[src/hw/at_cfg.svh]
// autotest configuration
// sizes, card signature, first control block and UUT timeout
`ifndef AT_CFG_SVH
`define AT_CFG_SVH

// feed word and result widths in bytes
`define AT_FEED_BYTES 4
`define AT_RESULT_BYTES 4

// sd card geometry
`define AT_BLOCK_BYTES 512

// control block header: signature, next block, total bytes, expected result
`define AT_HDR_BYTES (12 + `AT_RESULT_BYTES)

// valid control block mark
`define AT_SIGNATURE 32'hAABB_CCDD

// first control block of the chain
`define AT_START_BLOCK 32'h0010_0000

// cycles the UUT gets to finish after the last feed word
`define AT_TIMEOUT_CYCLES 2000

`endif

[src/hw/at_pkg.sv]
// autotest types
// card bytes, block addresses, feed and result words,
// control block header with its byte and field views, sequencer phases
`include "at_cfg.svh"

package at_pkg;

  typedef logic [7:0] byte_t;
  typedef logic [31:0] block_addr_t;
  typedef logic [8*`AT_FEED_BYTES-1:0] feed_word_t;
  typedef logic [8*`AT_RESULT_BYTES-1:0] result_t;

  // header fields in card order, byte 0 most significant
  typedef struct packed {
    logic [31:0] signature;
    block_addr_t next_block;
    logic [31:0] total_bytes;
    result_t     expected;
  } ctrl_hdr_t;

  // bytes[0] is card offset 0 and lands in the top of signature
  typedef union packed {
    byte_t [0:`AT_HDR_BYTES-1] bytes;
    ctrl_hdr_t                 fields;
  } ctrl_block_u;

  typedef enum logic [2:0] {
    INIT,
    READ_HDR,
    FEED,
    WAIT_RESULT,
    NEXT,
    HALT
  } phase_e;

endpackage

[src/hw/sd_fetch_if.sv]
// byte fetch link between a requester and the sd byte fetcher
// open/close bracket a read session, pull asks for one byte
interface sd_fetch_if;

  // requester side
  logic               open;
  logic               multi;
  at_pkg::block_addr_t block_addr;
  logic               pull;
  logic               close;

  // fetcher side
  logic               ready;
  logic               byte_valid;
  at_pkg::byte_t      data;

  modport requester (
    output open, multi, block_addr, pull, close,
    input  ready, byte_valid, data
  );

  modport fetcher (
    input  open, multi, block_addr, pull, close,
    output ready, byte_valid, data
  );

endinterface

[src/hw/autotest_top.sv]
// autotest top level
// sd byte fetcher and test sequencer joined by one fetch link
module autotest_top (
  input  logic                clk,
  input  logic                rst,
  // sd host
  input  logic                spi_busy_i,
  input  at_pkg::byte_t       spi_data_out_i,
  output at_pkg::block_addr_t spi_block_addr_o,
  output logic                spi_r_block_o,
  output logic                spi_r_byte_o,
  output logic                spi_r_multi_block_o,
  output logic                spi_rst_o,
  // UUT control and data
  output logic                rst_uut_o,
  input  logic                busy_uut_i,
  input  logic                end_uut_i,
  input  logic                err_uut_i,
  output at_pkg::feed_word_t  feed_data_uut_o,
  output logic                feed_data_control_uut_o,
  output logic                stop_feed_uut_o,
  input  at_pkg::result_t     output_from_uut_i,
  // status
  output logic [31:0]         error_count_o,
  output logic [31:0]         tests_done_o,
  output logic                halted_o
);

  sd_fetch_if fetch_if ();

  sd_byte_fetcher u_fetcher (
    .clk, .rst, .fetch(fetch_if.fetcher), .spi_busy_i, .spi_data_out_i,
    .spi_block_addr_o, .spi_r_block_o, .spi_r_multi_block_o, .spi_r_byte_o
  );

  test_sequencer u_sequencer (
    .clk, .rst, .fetch(fetch_if.requester), .spi_busy_i, .spi_rst_o, .rst_uut_o,
    .busy_uut_i, .end_uut_i, .err_uut_i, .output_from_uut_i, .feed_data_uut_o,
    .feed_data_control_uut_o, .stop_feed_uut_o, .error_count_o, .tests_done_o,
    .halted_o
  );

endmodule

[src/hw/ctrl_block_reader.sv]
// control block reader
// reads one whole block in a single-block session, keeps the header
// bytes and flags whether the signature is valid
`include "at_cfg.svh"

module ctrl_block_reader (
  input  logic                clk,
  input  logic                rst,
  input  logic                start_i,
  input  at_pkg::block_addr_t block_addr_i,
  sd_fetch_if.requester       fetch,
  output at_pkg::ctrl_block_u hdr_o,
  output logic                done_o,
  output logic                sig_ok_o
);

  localparam int unsigned CW = $clog2(`AT_BLOCK_BYTES);

  localparam logic [1:0] R_IDLE = 2'd0;
  localparam logic [1:0] R_OPEN = 2'd1;
  localparam logic [1:0] R_PULL = 2'd2;
  localparam logic [1:0] R_WAIT = 2'd3;

  logic [1:0]    state;
  logic [CW-1:0] cnt;
  logic          last_byte;

  assign last_byte = cnt == CW'(`AT_BLOCK_BYTES - 1);

  assign fetch.multi      = 1'b0;
  assign fetch.block_addr = block_addr_i;
  assign fetch.open       = (state == R_OPEN) && fetch.ready;
  assign fetch.pull       = (state == R_PULL) && fetch.ready;
  // fetcher is back in ready on the byte_valid cycle, so close goes out then
  assign fetch.close      = (state == R_WAIT) && fetch.byte_valid && last_byte;

  assign sig_ok_o = hdr_o.fields.signature == `AT_SIGNATURE;

  always_ff @(posedge clk) begin
    if (rst) begin
      state  <= R_IDLE;
      cnt    <= '0;
      done_o <= 1'b0;
    end else begin
      done_o <= 1'b0;
      case (state)
        R_IDLE: if (start_i) begin
          cnt   <= '0;
          state <= R_OPEN;
        end
        R_OPEN: if (fetch.ready) state <= R_PULL;
        R_PULL: if (fetch.ready) state <= R_WAIT;
        R_WAIT: if (fetch.byte_valid) begin
          cnt <= cnt + 1'b1;
          if (last_byte) begin
            done_o <= 1'b1;
            state  <= R_IDLE;
          end else begin
            state <= R_PULL;
          end
        end
        default: state <= R_IDLE;
      endcase
    end
  end

  // header bytes go in by card offset, the rest of the block is skipped
  always_ff @(posedge clk) begin
    if (state == R_WAIT && fetch.byte_valid && cnt < CW'(`AT_HDR_BYTES)) begin
      hdr_o.bytes[cnt] <= fetch.data;
    end
  end

endmodule

[src/hw/feed_streamer.sv]
// feed streamer
// pulls feed bytes over a multi-block session, packs them big-endian
// into words and strobes each word into the UUT when it is not busy
`include "at_cfg.svh"

module feed_streamer (
  input  logic                clk,
  input  logic                rst,
  input  logic                start_i,
  input  at_pkg::block_addr_t block_addr_i,
  input  logic [31:0]         total_bytes_i,
  sd_fetch_if.requester       fetch,
  input  logic                busy_uut_i,
  output at_pkg::feed_word_t  feed_data_uut_o,
  output logic                feed_data_control_uut_o,
  output logic                stop_feed_uut_o,
  output logic                done_o
);

  localparam int unsigned LW = $clog2(`AT_FEED_BYTES);

  localparam logic [2:0] S_IDLE = 3'd0;
  localparam logic [2:0] S_OPEN = 3'd1;
  localparam logic [2:0] S_PULL = 3'd2;
  localparam logic [2:0] S_WAIT = 3'd3;
  localparam logic [2:0] S_FEED = 3'd4;

  logic [2:0]    state;
  logic [31:0]   byte_cnt;
  logic [LW-1:0] lane;
  logic          all_fed;

  assign all_fed = byte_cnt == total_bytes_i;

  assign fetch.multi      = 1'b1;
  assign fetch.block_addr = block_addr_i;
  assign fetch.open       = (state == S_OPEN) && fetch.ready;
  assign fetch.pull       = (state == S_PULL) && fetch.ready && !all_fed;
  assign fetch.close      = (state == S_PULL) && fetch.ready && all_fed;

  // word held in S_FEED until the UUT drops busy
  assign feed_data_control_uut_o = (state == S_FEED) && !busy_uut_i;

  always_ff @(posedge clk) begin
    if (rst) begin
      state           <= S_IDLE;
      byte_cnt        <= '0;
      lane            <= '0;
      stop_feed_uut_o <= 1'b0;
      done_o          <= 1'b0;
    end else begin
      stop_feed_uut_o <= 1'b0;
      done_o          <= 1'b0;
      case (state)
        S_IDLE: if (start_i) begin
          byte_cnt <= '0;
          lane     <= '0;
          state    <= S_OPEN;
        end
        S_OPEN: if (fetch.ready) state <= S_PULL;
        S_PULL: if (fetch.ready) begin
          if (all_fed) begin
            stop_feed_uut_o <= 1'b1;
            done_o          <= 1'b1;
            state           <= S_IDLE;
          end else begin
            state <= S_WAIT;
          end
        end
        S_WAIT: if (fetch.byte_valid) begin
          byte_cnt <= byte_cnt + 32'd1;
          lane     <= lane + 1'b1;
          state    <= (lane == LW'(`AT_FEED_BYTES - 1)) ? S_FEED : S_PULL;
        end
        S_FEED: if (!busy_uut_i) state <= S_PULL;
        default: state <= S_IDLE;
      endcase
    end
  end

  // first card byte ends up most significant
  always_ff @(posedge clk) begin
    if (state == S_WAIT && fetch.byte_valid) begin
      feed_data_uut_o <= {feed_data_uut_o[8*`AT_FEED_BYTES-9:0], fetch.data};
    end
  end

endmodule

[src/hw/result_checker.sv]
// result checker
// waits for the UUT to end, fail or time out, then compares its
// result with the expected value and counts failed tests
`include "at_cfg.svh"

module result_checker (
  input  logic            clk,
  input  logic            rst,
  input  logic            start_i,
  input  at_pkg::result_t expected_i,
  input  logic            end_uut_i,
  input  logic            err_uut_i,
  input  at_pkg::result_t output_from_uut_i,
  output logic            done_o,
  output logic [31:0]     error_count_o
);

  localparam int unsigned TW = $clog2(`AT_TIMEOUT_CYCLES + 1);

  localparam logic [1:0] C_IDLE    = 2'd0;
  localparam logic [1:0] C_WAIT    = 2'd1;
  localparam logic [1:0] C_COMPARE = 2'd2;

  logic [1:0]      state;
  logic [TW-1:0]   timer;
  logic            timed_out;
  logic            fail_q;
  at_pkg::result_t result_q;

  assign timed_out = timer == TW'(`AT_TIMEOUT_CYCLES - 1);

  always_ff @(posedge clk) begin
    if (rst) begin
      state         <= C_IDLE;
      timer         <= '0;
      fail_q        <= 1'b0;
      done_o        <= 1'b0;
      error_count_o <= '0;
    end else begin
      done_o <= 1'b0;
      case (state)
        C_IDLE: if (start_i) begin
          timer <= '0;
          state <= C_WAIT;
        end
        C_WAIT: begin
          timer <= timer + 1'b1;
          // end wins over a timeout in the same cycle
          if (end_uut_i || err_uut_i || timed_out) begin
            fail_q <= err_uut_i || !end_uut_i;
            state  <= C_COMPARE;
          end
        end
        C_COMPARE: begin
          if (fail_q || result_q != expected_i) error_count_o <= error_count_o + 32'd1;
          done_o <= 1'b1;
          state  <= C_IDLE;
        end
        default: state <= C_IDLE;
      endcase
    end
  end

  always_ff @(posedge clk) begin
    if (state == C_WAIT) result_q <= output_from_uut_i;
  end

endmodule

[src/hw/sd_byte_fetcher.sv]
// sd byte fetcher
// turns open, pull and close requests into the sd host busy-level
// handshake and registers each received byte
module sd_byte_fetcher (
  input  logic                clk,
  input  logic                rst,
  sd_fetch_if.fetcher         fetch,
  input  logic                spi_busy_i,
  input  at_pkg::byte_t       spi_data_out_i,
  output at_pkg::block_addr_t spi_block_addr_o,
  output logic                spi_r_block_o,
  output logic                spi_r_multi_block_o,
  output logic                spi_r_byte_o
);

  localparam logic [2:0] F_IDLE    = 3'd0;
  localparam logic [2:0] F_OPEN_HI = 3'd1;
  localparam logic [2:0] F_OPEN_LO = 3'd2;
  localparam logic [2:0] F_READY   = 3'd3;
  localparam logic [2:0] F_BYTE_HI = 3'd4;
  localparam logic [2:0] F_BYTE_LO = 3'd5;

  logic [2:0] state;

  assign fetch.ready = (state == F_IDLE) || (state == F_READY);

  //////////////////////////////////////////////////
  // session and byte handshake
  //////////////////////////////////////////////////
  always_ff @(posedge clk) begin
    if (rst) begin
      state               <= F_IDLE;
      spi_r_block_o       <= 1'b0;
      spi_r_multi_block_o <= 1'b0;
      spi_r_byte_o        <= 1'b0;
      fetch.byte_valid    <= 1'b0;
    end else begin
      fetch.byte_valid <= 1'b0;
      case (state)
        F_IDLE: if (fetch.open) begin
          spi_r_block_o       <= !fetch.multi;
          spi_r_multi_block_o <= fetch.multi;
          state               <= F_OPEN_HI;
        end
        // host acknowledges the block command with a busy pulse
        F_OPEN_HI: if (spi_busy_i) state <= F_OPEN_LO;
        F_OPEN_LO: if (!spi_busy_i) state <= F_READY;
        F_READY: begin
          if (fetch.close) begin
            spi_r_block_o       <= 1'b0;
            spi_r_multi_block_o <= 1'b0;
            state               <= F_IDLE;
          end else if (fetch.pull) begin
            spi_r_byte_o <= 1'b1;
            state        <= F_BYTE_HI;
          end
        end
        F_BYTE_HI: if (spi_busy_i) begin
          spi_r_byte_o <= 1'b0;
          state        <= F_BYTE_LO;
        end
        F_BYTE_LO: if (!spi_busy_i) begin
          fetch.byte_valid <= 1'b1;
          state            <= F_READY;
        end
        default: state <= F_IDLE;
      endcase
    end
  end

  // address held for the whole session, byte captured as busy drops
  always_ff @(posedge clk) begin
    if (state == F_IDLE && fetch.open) spi_block_addr_o <= fetch.block_addr;
    if (state == F_BYTE_LO && !spi_busy_i) fetch.data <= spi_data_out_i;
  end

endmodule

[src/hw/test_sequencer.sv]
// test sequencer
// phase machine over sd host reset, header read, feed, result check
// and block chaining; shares one fetch port between reader and streamer
`include "at_cfg.svh"

module test_sequencer (
  input  logic               clk,
  input  logic               rst,
  sd_fetch_if.requester      fetch,
  input  logic               spi_busy_i,
  output logic               spi_rst_o,
  output logic               rst_uut_o,
  input  logic               busy_uut_i,
  input  logic               end_uut_i,
  input  logic               err_uut_i,
  input  at_pkg::result_t    output_from_uut_i,
  output at_pkg::feed_word_t feed_data_uut_o,
  output logic               feed_data_control_uut_o,
  output logic               stop_feed_uut_o,
  output logic [31:0]        error_count_o,
  output logic [31:0]        tests_done_o,
  output logic               halted_o
);

  at_pkg::phase_e      phase;
  at_pkg::block_addr_t cur_block;
  at_pkg::ctrl_block_u hdr;
  logic                busy_seen;
  logic                rd_start, rd_done, sig_ok;
  logic                fd_start, fd_done;
  logic                chk_start, chk_done;

  sd_fetch_if rd_if ();
  sd_fetch_if fd_if ();

  ctrl_block_reader u_reader (
    .clk, .rst, .start_i(rd_start), .block_addr_i(cur_block),
    .fetch(rd_if.requester), .hdr_o(hdr), .done_o(rd_done), .sig_ok_o(sig_ok)
  );

  feed_streamer u_streamer (
    .clk, .rst, .start_i(fd_start), .block_addr_i(cur_block + 32'd1),
    .total_bytes_i(hdr.fields.total_bytes), .fetch(fd_if.requester),
    .busy_uut_i, .feed_data_uut_o, .feed_data_control_uut_o,
    .stop_feed_uut_o, .done_o(fd_done)
  );

  result_checker u_checker (
    .clk, .rst, .start_i(chk_start), .expected_i(hdr.fields.expected),
    .end_uut_i, .err_uut_i, .output_from_uut_i, .done_o(chk_done), .error_count_o
  );

  //////////////////////////////////////////////////
  // fetch port sharing
  //////////////////////////////////////////////////
  always_comb begin
    fetch.open       = 1'b0;
    fetch.multi      = 1'b0;
    fetch.block_addr = cur_block;
    fetch.pull       = 1'b0;
    fetch.close      = 1'b0;
    case (phase)
      at_pkg::READ_HDR: begin
        fetch.open       = rd_if.open;
        fetch.multi      = rd_if.multi;
        fetch.block_addr = rd_if.block_addr;
        fetch.pull       = rd_if.pull;
        fetch.close      = rd_if.close;
      end
      at_pkg::FEED: begin
        fetch.open       = fd_if.open;
        fetch.multi      = fd_if.multi;
        fetch.block_addr = fd_if.block_addr;
        fetch.pull       = fd_if.pull;
        fetch.close      = fd_if.close;
      end
      default: ;
    endcase
  end

  // responses go to both, the idle one ignores them
  assign rd_if.ready      = fetch.ready;
  assign rd_if.byte_valid = fetch.byte_valid;
  assign rd_if.data       = fetch.data;
  assign fd_if.ready      = fetch.ready;
  assign fd_if.byte_valid = fetch.byte_valid;
  assign fd_if.data       = fetch.data;

  assign spi_rst_o = phase == at_pkg::INIT;
  assign rst_uut_o = !(phase == at_pkg::FEED || phase == at_pkg::WAIT_RESULT);
  assign halted_o  = phase == at_pkg::HALT;

  //////////////////////////////////////////////////
  // phase machine
  //////////////////////////////////////////////////
  always_ff @(posedge clk) begin
    if (rst) begin
      phase        <= at_pkg::INIT;
      cur_block    <= `AT_START_BLOCK;
      busy_seen    <= 1'b0;
      rd_start     <= 1'b0;
      fd_start     <= 1'b0;
      chk_start    <= 1'b0;
      tests_done_o <= '0;
    end else begin
      rd_start  <= 1'b0;
      fd_start  <= 1'b0;
      chk_start <= 1'b0;
      case (phase)
        // sd host signals its own reset with one busy pulse
        at_pkg::INIT: begin
          if (spi_busy_i) busy_seen <= 1'b1;
          if (busy_seen && !spi_busy_i) begin
            rd_start <= 1'b1;
            phase    <= at_pkg::READ_HDR;
          end
        end
        at_pkg::READ_HDR: if (rd_done) begin
          fd_start <= sig_ok;
          phase    <= sig_ok ? at_pkg::FEED : at_pkg::HALT;
        end
        at_pkg::FEED: if (fd_done) begin
          chk_start <= 1'b1;
          phase     <= at_pkg::WAIT_RESULT;
        end
        at_pkg::WAIT_RESULT: if (chk_done) begin
          tests_done_o <= tests_done_o + 32'd1;
          phase        <= at_pkg::NEXT;
        end
        at_pkg::NEXT: begin
          cur_block <= hdr.fields.next_block;
          rd_start  <= 1'b1;
          phase     <= at_pkg::READ_HDR;
        end
        default: ;
      endcase
    end
  end

endmodule

[config.mk]
export PLATFORM = sky130hd
export DESIGN_NAME = autotest_top
export DESIGN_NICKNAME = d
export VERILOG_FILES = /design/src/hw/at_pkg.sv /design/src/hw/sd_fetch_if.sv /design/src/hw/autotest_top.sv /design/src/hw/ctrl_block_reader.sv /design/src/hw/feed_streamer.sv /design/src/hw/result_checker.sv /design/src/hw/sd_byte_fetcher.sv /design/src/hw/test_sequencer.sv
export VERILOG_INCLUDE_DIRS = /design/src /design/src/hw
export SDC_FILE = /design/constraint.sdc
export NUM_CORES = 1
export LEC_CHECK = 0
export BUFFER_PORTS_ARGS = -buffer_cell sky130_fd_sc_hd__buf_2
export CAP_MARGIN = 20
export CORE_MARGIN = 2
export CORE_UTILIZATION = 55
export CTS_CLUSTER_SIZE = 28
export DETAILED_ROUTE_END_ITERATION = 8
export HOLD_SLACK_MARGIN = 0.15
export PLACE_DENSITY = 0.81
export SYNTH_ARGS = -nofsm -noshare
export SYNTH_HDL_FRONTEND = slang
export SYNTH_SLANG_ARGS = --single-unit
export TNS_END_PERCENT = 100
[constraint.sdc]
create_clock -name clk -period 4 [get_ports clk]
set_clock_uncertainty 0.1 [all_clocks]
set_input_delay 0.8 -clock clk [delete_from_list [all_inputs] [get_ports clk]]
set_output_delay 0.8 -clock clk [all_outputs]
set_load 0.01 [all_outputs]
Word level (Yosys, flattened, before mapping)
Cells that the tools add are included.
Storage, ports and cells
  output and inout port bits: 136
  register bits after elaboration: 407
  input bits: 46
  word-level logic and storage cells: 219
Operators by class
  order comparisons: 3
  reduce and logical (&&, ||, !) cells: 58
  bitwise operators: 9
  muxes and demuxes: 65
  equal/unequal tests: 48
  $add $sub $neg: 7
Operators with widths (count)
  32-bit by 1-bit adder with 32-bit output, second input constant: 4
  128-bit bitwise mux: 1
  32-bit 2-to-1 mux: 3
  32-bit case mux with 2 select lines: 1
  3-bit 2-to-1 mux: 17
  3-bit case mux with 5 select lines: 3
  8-bit demux with 4-bit select: 1
  32-bit == test: 1
  32-bit == test, second input constant: 1
  32-bit != test: 1
  2-bit != test, second input constant: 15
  11-bit case mux with 2 select lines: 1
  2-bit 2-to-1 mux: 10
  3-bit by 2-bit == test with 1-bit output, second input constant: 6
  9-bit 2-to-1 mux: 2
  9-bit case mux with 2 select lines: 1
  3-bit == test, second input constant: 5
  1-bit logical AND: 15
  5-bit AND reduction: 3
  2-bit by 1-bit != test with 1-bit output, second input constant: 7
  1-bit case mux with 2 select lines: 7
  1-bit 2-to-1 mux: 13
  2-bit AND reduction: 6
  11-bit by 1-bit adder with 11-bit output, second input constant: 1
  other kinds (27): 65

Logic depth before layout (Yosys ltp)
  depth after elaboration: 8
  gate-level depth with buffers: 11
  gate-level depth less buffers: 10

Modules after synthesis
Synthesis repeated with hierarchy kept, for this count alone.
Unflattened totals
  cell total of the unflattened synthesis: 1628
  area, all modules: 18027.3 sq um
Modules (own cells, without submodules)
  ctrl_block_reader: area each 5039.8 sq um, times used 1, sequential area each 4083.9 sq um, cells each 280
  test_sequencer: area each 4177.8 sq um, times used 1, sequential area each 1421.4 sq um, cells each 566
  result_checker: area each 3702.3 sq um, times used 1, sequential area each 1901.8 sq um, cells each 354
  feed_streamer: area each 3479.6 sq um, times used 1, sequential area each 1721.7 sq um, cells each 339
  sd_byte_fetcher: area each 1627.8 sq um, times used 1, sequential area each 1341.3 sq um, cells each 89

Worst setup path before layout
No wires, ideal clock.
  kind: register to register
  start: register u_sequencer.phase[0]
  end: register u_fetcher.spi_block_addr_o[0] (enable)
  stages on the path, launching flop included: 6
  path slack: 0.882 ns
  buffers on the path: 1
  setup time: 0.421 ns
  period minus slack after synthesis: 3.118 ns
  data required time: 3.479 ns
  arrival time: 2.597 ns
  cells stage by stage: dfxtp_1 > buf_4 > nor3b_1 > a32oi_1 > nand2b_1 > nor2_1
Between the ends
  word-level cells in the longest chain between the ends: 3
  elaborated cells on any way between the ends: 4
  those cells by class: eq/ne: 2; mux: 1; reduce/logical: 1
RTL lines
  start, declared: line test_sequencer.sv:25  | at_pkg::phase_e phase;
  start signal, assigned: line test_sequencer.sv:98  | phase <= at_pkg::INIT;
  start signal, assigned: line test_sequencer.sv:115  | phase <= at_pkg::READ_HDR;
  start signal, assigned: line test_sequencer.sv:120  | phase <= sig_ok ? at_pkg::FEED : at_pkg::HALT;
  3-bit by 2-bit == test with 1-bit output / 3-bit by 1-bit == test with 1-bit output (equally long branches): line test_sequencer.sv:62  | case (phase)
  1-bit case mux with 2 select lines (*): line test_sequencer.sv:62
  1-bit logical AND (*): line sd_byte_fetcher.sv:73  | if (state == F_IDLE && fetch.open) spi_block_addr_o <= fetch.block_addr;
  end signal, assigned: line sd_byte_fetcher.sv:73
  end, declared: line sd_byte_fetcher.sv:10  | output at_pkg::block_addr_t spi_block_addr_o,
Every way passes the cells marked *; elsewhere a longest branch is shown, timed or not.
A chain may end at the register's enable or synchronous reset.

Final worst setup path
  start: register u_sequencer.u_reader.hdr_o[11] in the netlist's numbering
  end: register u_sequencer.u_checker.error_count_o[15]
Between the ends
  word-level cells in the longest chain between the ends: 3
RTL lines
  start, declared: line ctrl_block_reader.sv:12  | output at_pkg::ctrl_block_u hdr_o,
  32-bit != test: line result_checker.sv:55  | if (fail_q || result_q != expected_i) error_count_o <= error_count_o + 32'd1;
  1-bit logical OR: line result_checker.sv:55
  2-bit AND reduction (no source line)
  end signal, assigned: line result_checker.sv:55
  end, declared: line result_checker.sv:15  | output logic [31:0] error_count_o
Every way passes these cells.

==> run metrics <==
Ys Warns 0; final setup fails 0; Inserted Clock Buffers between 40 and 50; first-pass GRT wire length about 54000 um; Die Span Y 177 um; vias per cell ~5.6; IO Port Bufs 181; area leader, netlist edfxtp_1; Iter 0 DRT Violations ~870; # hold bufs at CTS 0; initial antenna violation count 1; WL final roughly 34000 um; maximum VDD drop about 0.47 mV; number of global-route vias before repair about 11000; Reg area 10500 sq um; WL/cell between 15 and 20 um; top cells by area, synth edfxtp_1 42%, dfxtp_1 21%, xnor2_1 3.9%; initial core utilization about 56%; Crit. End Element register; htree depth 2; worst min path class reg2reg; DIE AREA roughly 31000 sq um; syn avg cell area ~12 sq um; Max FO, Critical Path 27; WP data required approximately 4300 ps; maximum buffer depth of the clock tree 3; Num Clock Sinks 407; max_cap viols 0; Fmax achieved between 0.3 and 0.4 GHz; FF+latch count, synth just over 400; vias post-DR between 10000 and 15000; num ports 182; slowest cell on the critical path nor4_4; drt first pass iters 5; post-synth cell types a little under 70; final RePlAce weighted congestion approximately 0.86; minimum clock period between 2000 and 3000 ps; Final period util 73.9%; die width between 150 and 200 um; RSZ-0062 raised after global routing no; Final #Nets 1657; CP Cell Sequence xor2_1, nor4_1, nand4_1, nor4_4, buf_4, or4_1, a21oi_1; Fin. Hold Viols 0; Worst path max stage delay 810 ps; GRT overflow 0; Placeable Area slightly below 30000 sq um; post_cts resized 0; Slew headroom 35.1%; Layout fillers 2240; Post-synth EDFFs 232; pre-CTS WS 1110 ps; status complete, no violations; Post-synth ARST share 0%; register area share after synthesis around 63%; Syn Nets around 1500; Post-CTS Setup Repair Bufs 0; Total GRT Usage a little over a fifth; Skew-Pair Late Insertion Delay roughly 530 ps; post-synth top area share 42.2%; Multi-input gate area between 5000 and 6000 sq um; Non-Filler Instances between 2000 and 2500; Post-Route Setup TNS 0 ps; CTS tree done; Clock Tree Root clkbuf_16; Worst EP arrival 3250 ps; Crit Path Class reg2reg; main flop type after synthesis edfxtp_1; DR DRC count 0; gate count of the mapped netlist between 1000 and 1500; CP Launch Type register; final slew viol count 0; P_leak approximately 6.7 nW; share of layout cells above drive strength 1 17.2%; area grow syn2layout 15.7%; Placement Rows 63; post-layout worst setup margin 1040 ps; Antenna Nets Post-Route 0; pwr/cell area roughly 440 nW/um^2; Worst-Margin Slew 967 ps; DP Cell Count 1944; Power Total approximately 8.4 mW; maximum number of pins on one net before global-route repair 106; synthesized area ~17000 sq um; clock-pin slew on the worst setup and hold paths around 60 ps; HPWL Detailed approximately 23000 um
-- where the power goes --
part	internal (mW)	total, mW	switching, mW
logic	0.0683	0.185	0.117
registers	4.40	4.43	0.0315
clock network	2.29	3.79	1.50
-- final cells by class --
type                            count  share of cell area [%]
Timing Repair Buffer              194                    5.31
Inverter                           25                   0.492
Multi-Input combinational cell    931                    29.8
Antenna cell                        1                  0.0131
Clock buffer                       56                    5.89
Sequential cell                   407                    54.8
Tap cell                          390                    2.56
Clock inverter                     17                    1.11
-- cells by family after synthesis --
group,count (synthesis),synth area share [%]
flops,407,63.4
simple gates,581,18.3
xor+xnor,148,7.85
buf+inv,87,2.22
compound gates,179,6.63
fa+ha+maj,11,0.834
mux,12,0.788
-- flip-flops by register name, indices dropped and copies added (netlist names), 2 cells and up --
register,flops
u_sequencer.tests_done_o,32
u_sequencer.u_streamer.feed_data_uut_o,32
u_sequencer.u_checker.error_count_o,32
u_sequencer.u_reader.state,2
u_sequencer.u_checker.state,2
u_fetcher.state,3
u_sequencer.u_streamer.state,3
u_sequencer.u_reader.hdr_o,128
u_sequencer.u_streamer.lane,2
u_sequencer.cur_block,32
u_sequencer.u_streamer.byte_cnt,32
u_fetcher.fetch.data,8
u_sequencer.u_checker.result_q,32
u_sequencer.phase,3
u_sequencer.u_checker.timer,11
u_fetcher.spi_block_addr_o,32
u_sequencer.u_reader.cnt,9
-- placed cells by master (no fill, tap or decap), types with 24 or more instances in the layout --
master,count
nor3_1,27
nand4_1,57
xnor2_1,74
dfxtp_1,175
xor2_1,74
clkbuf_16,42
edfxtp_1,232
a21oi_1,93
nor2_1,133
nand2_1,142
o31ai_1,29
nand3_1,66
buf_2,181
inv_1,24
or4_1,27
-- per-layer routing --
layer / GRT usage, % / wire (um) / part of all wire [%]
met2: 35.3 / 16600 / 48
met4: 10.0 / 1280 / 3.7
met5: 0 / 0 / 0
met3: 3.16 / 1940 / 5.7
met1: 28.5 / 14500 / 42
-- worst max-delay path, delay by kind of cell, from the launching register on --
| kind | cells | cell delay, ps |
|---|---|---|
| buf+inv | 1 | 380 |
| compound gates | 1 | 60 |
| xor+xnor | 1 | 170 |
| simple gates | 4 | 1720 |
| flops | 1 | 380 |
-- synthesized netlist by cell type, drive strengths merged (4+ instances only) --
cell	number
and2	5
or3	11
nor3b	9
and4b	4
nand3b	5
dfxtp	175
o21ai	19
nor4	22
or2	5
mux2	8
inv	24
nand3	67
nor3	28
nand4	60
nand2b	9
mux2i	4
edfxtp	232
or4	27
nand2	142
xnor2	74
buf	15
nor2	134
ha	11
o21a	5
a211oi	8
o31ai	29
a21oi	95
nor2b	16
clkbuf	47
and4	8
xor2	74
and3	19
-- worst paths after layout --
check | startpoint | to | slack, ps | cells past startpoint
min | u_sequencer.u_streamer.feed_data_uut_o[22] | u_sequencer.u_streamer.feed_data_uut_o[30] | 340 | 0
min reg2reg | u_sequencer.u_streamer.feed_data_uut_o[22] | u_sequencer.u_streamer.feed_data_uut_o[30] | 340 | 0
max | u_sequencer.u_reader.hdr_o[11] | u_sequencer.u_checker.error_count_o[15] | 1040 | 7
max reg2reg | u_sequencer.u_reader.hdr_o[11] | u_sequencer.u_checker.error_count_o[15] | 1040 | 7
-- stage by stage --
| stage | cell area (sq um) | hold slack [ps] | utilization (%) |
|---|---|---|---|
| global route | 19100 | 336 | 64.6 |
| floorplan | 16500 | 334 | - |
| global placement | 17700 | 325 | 60.0 |
| detailed placement | 17700 | 328 | 60.0 |
| CTS | 19100 | 332 | 64.5 |
| finish | 19100 | 342 | 64.6 |
Note: power is estimated with default switching activity, not from simulation.
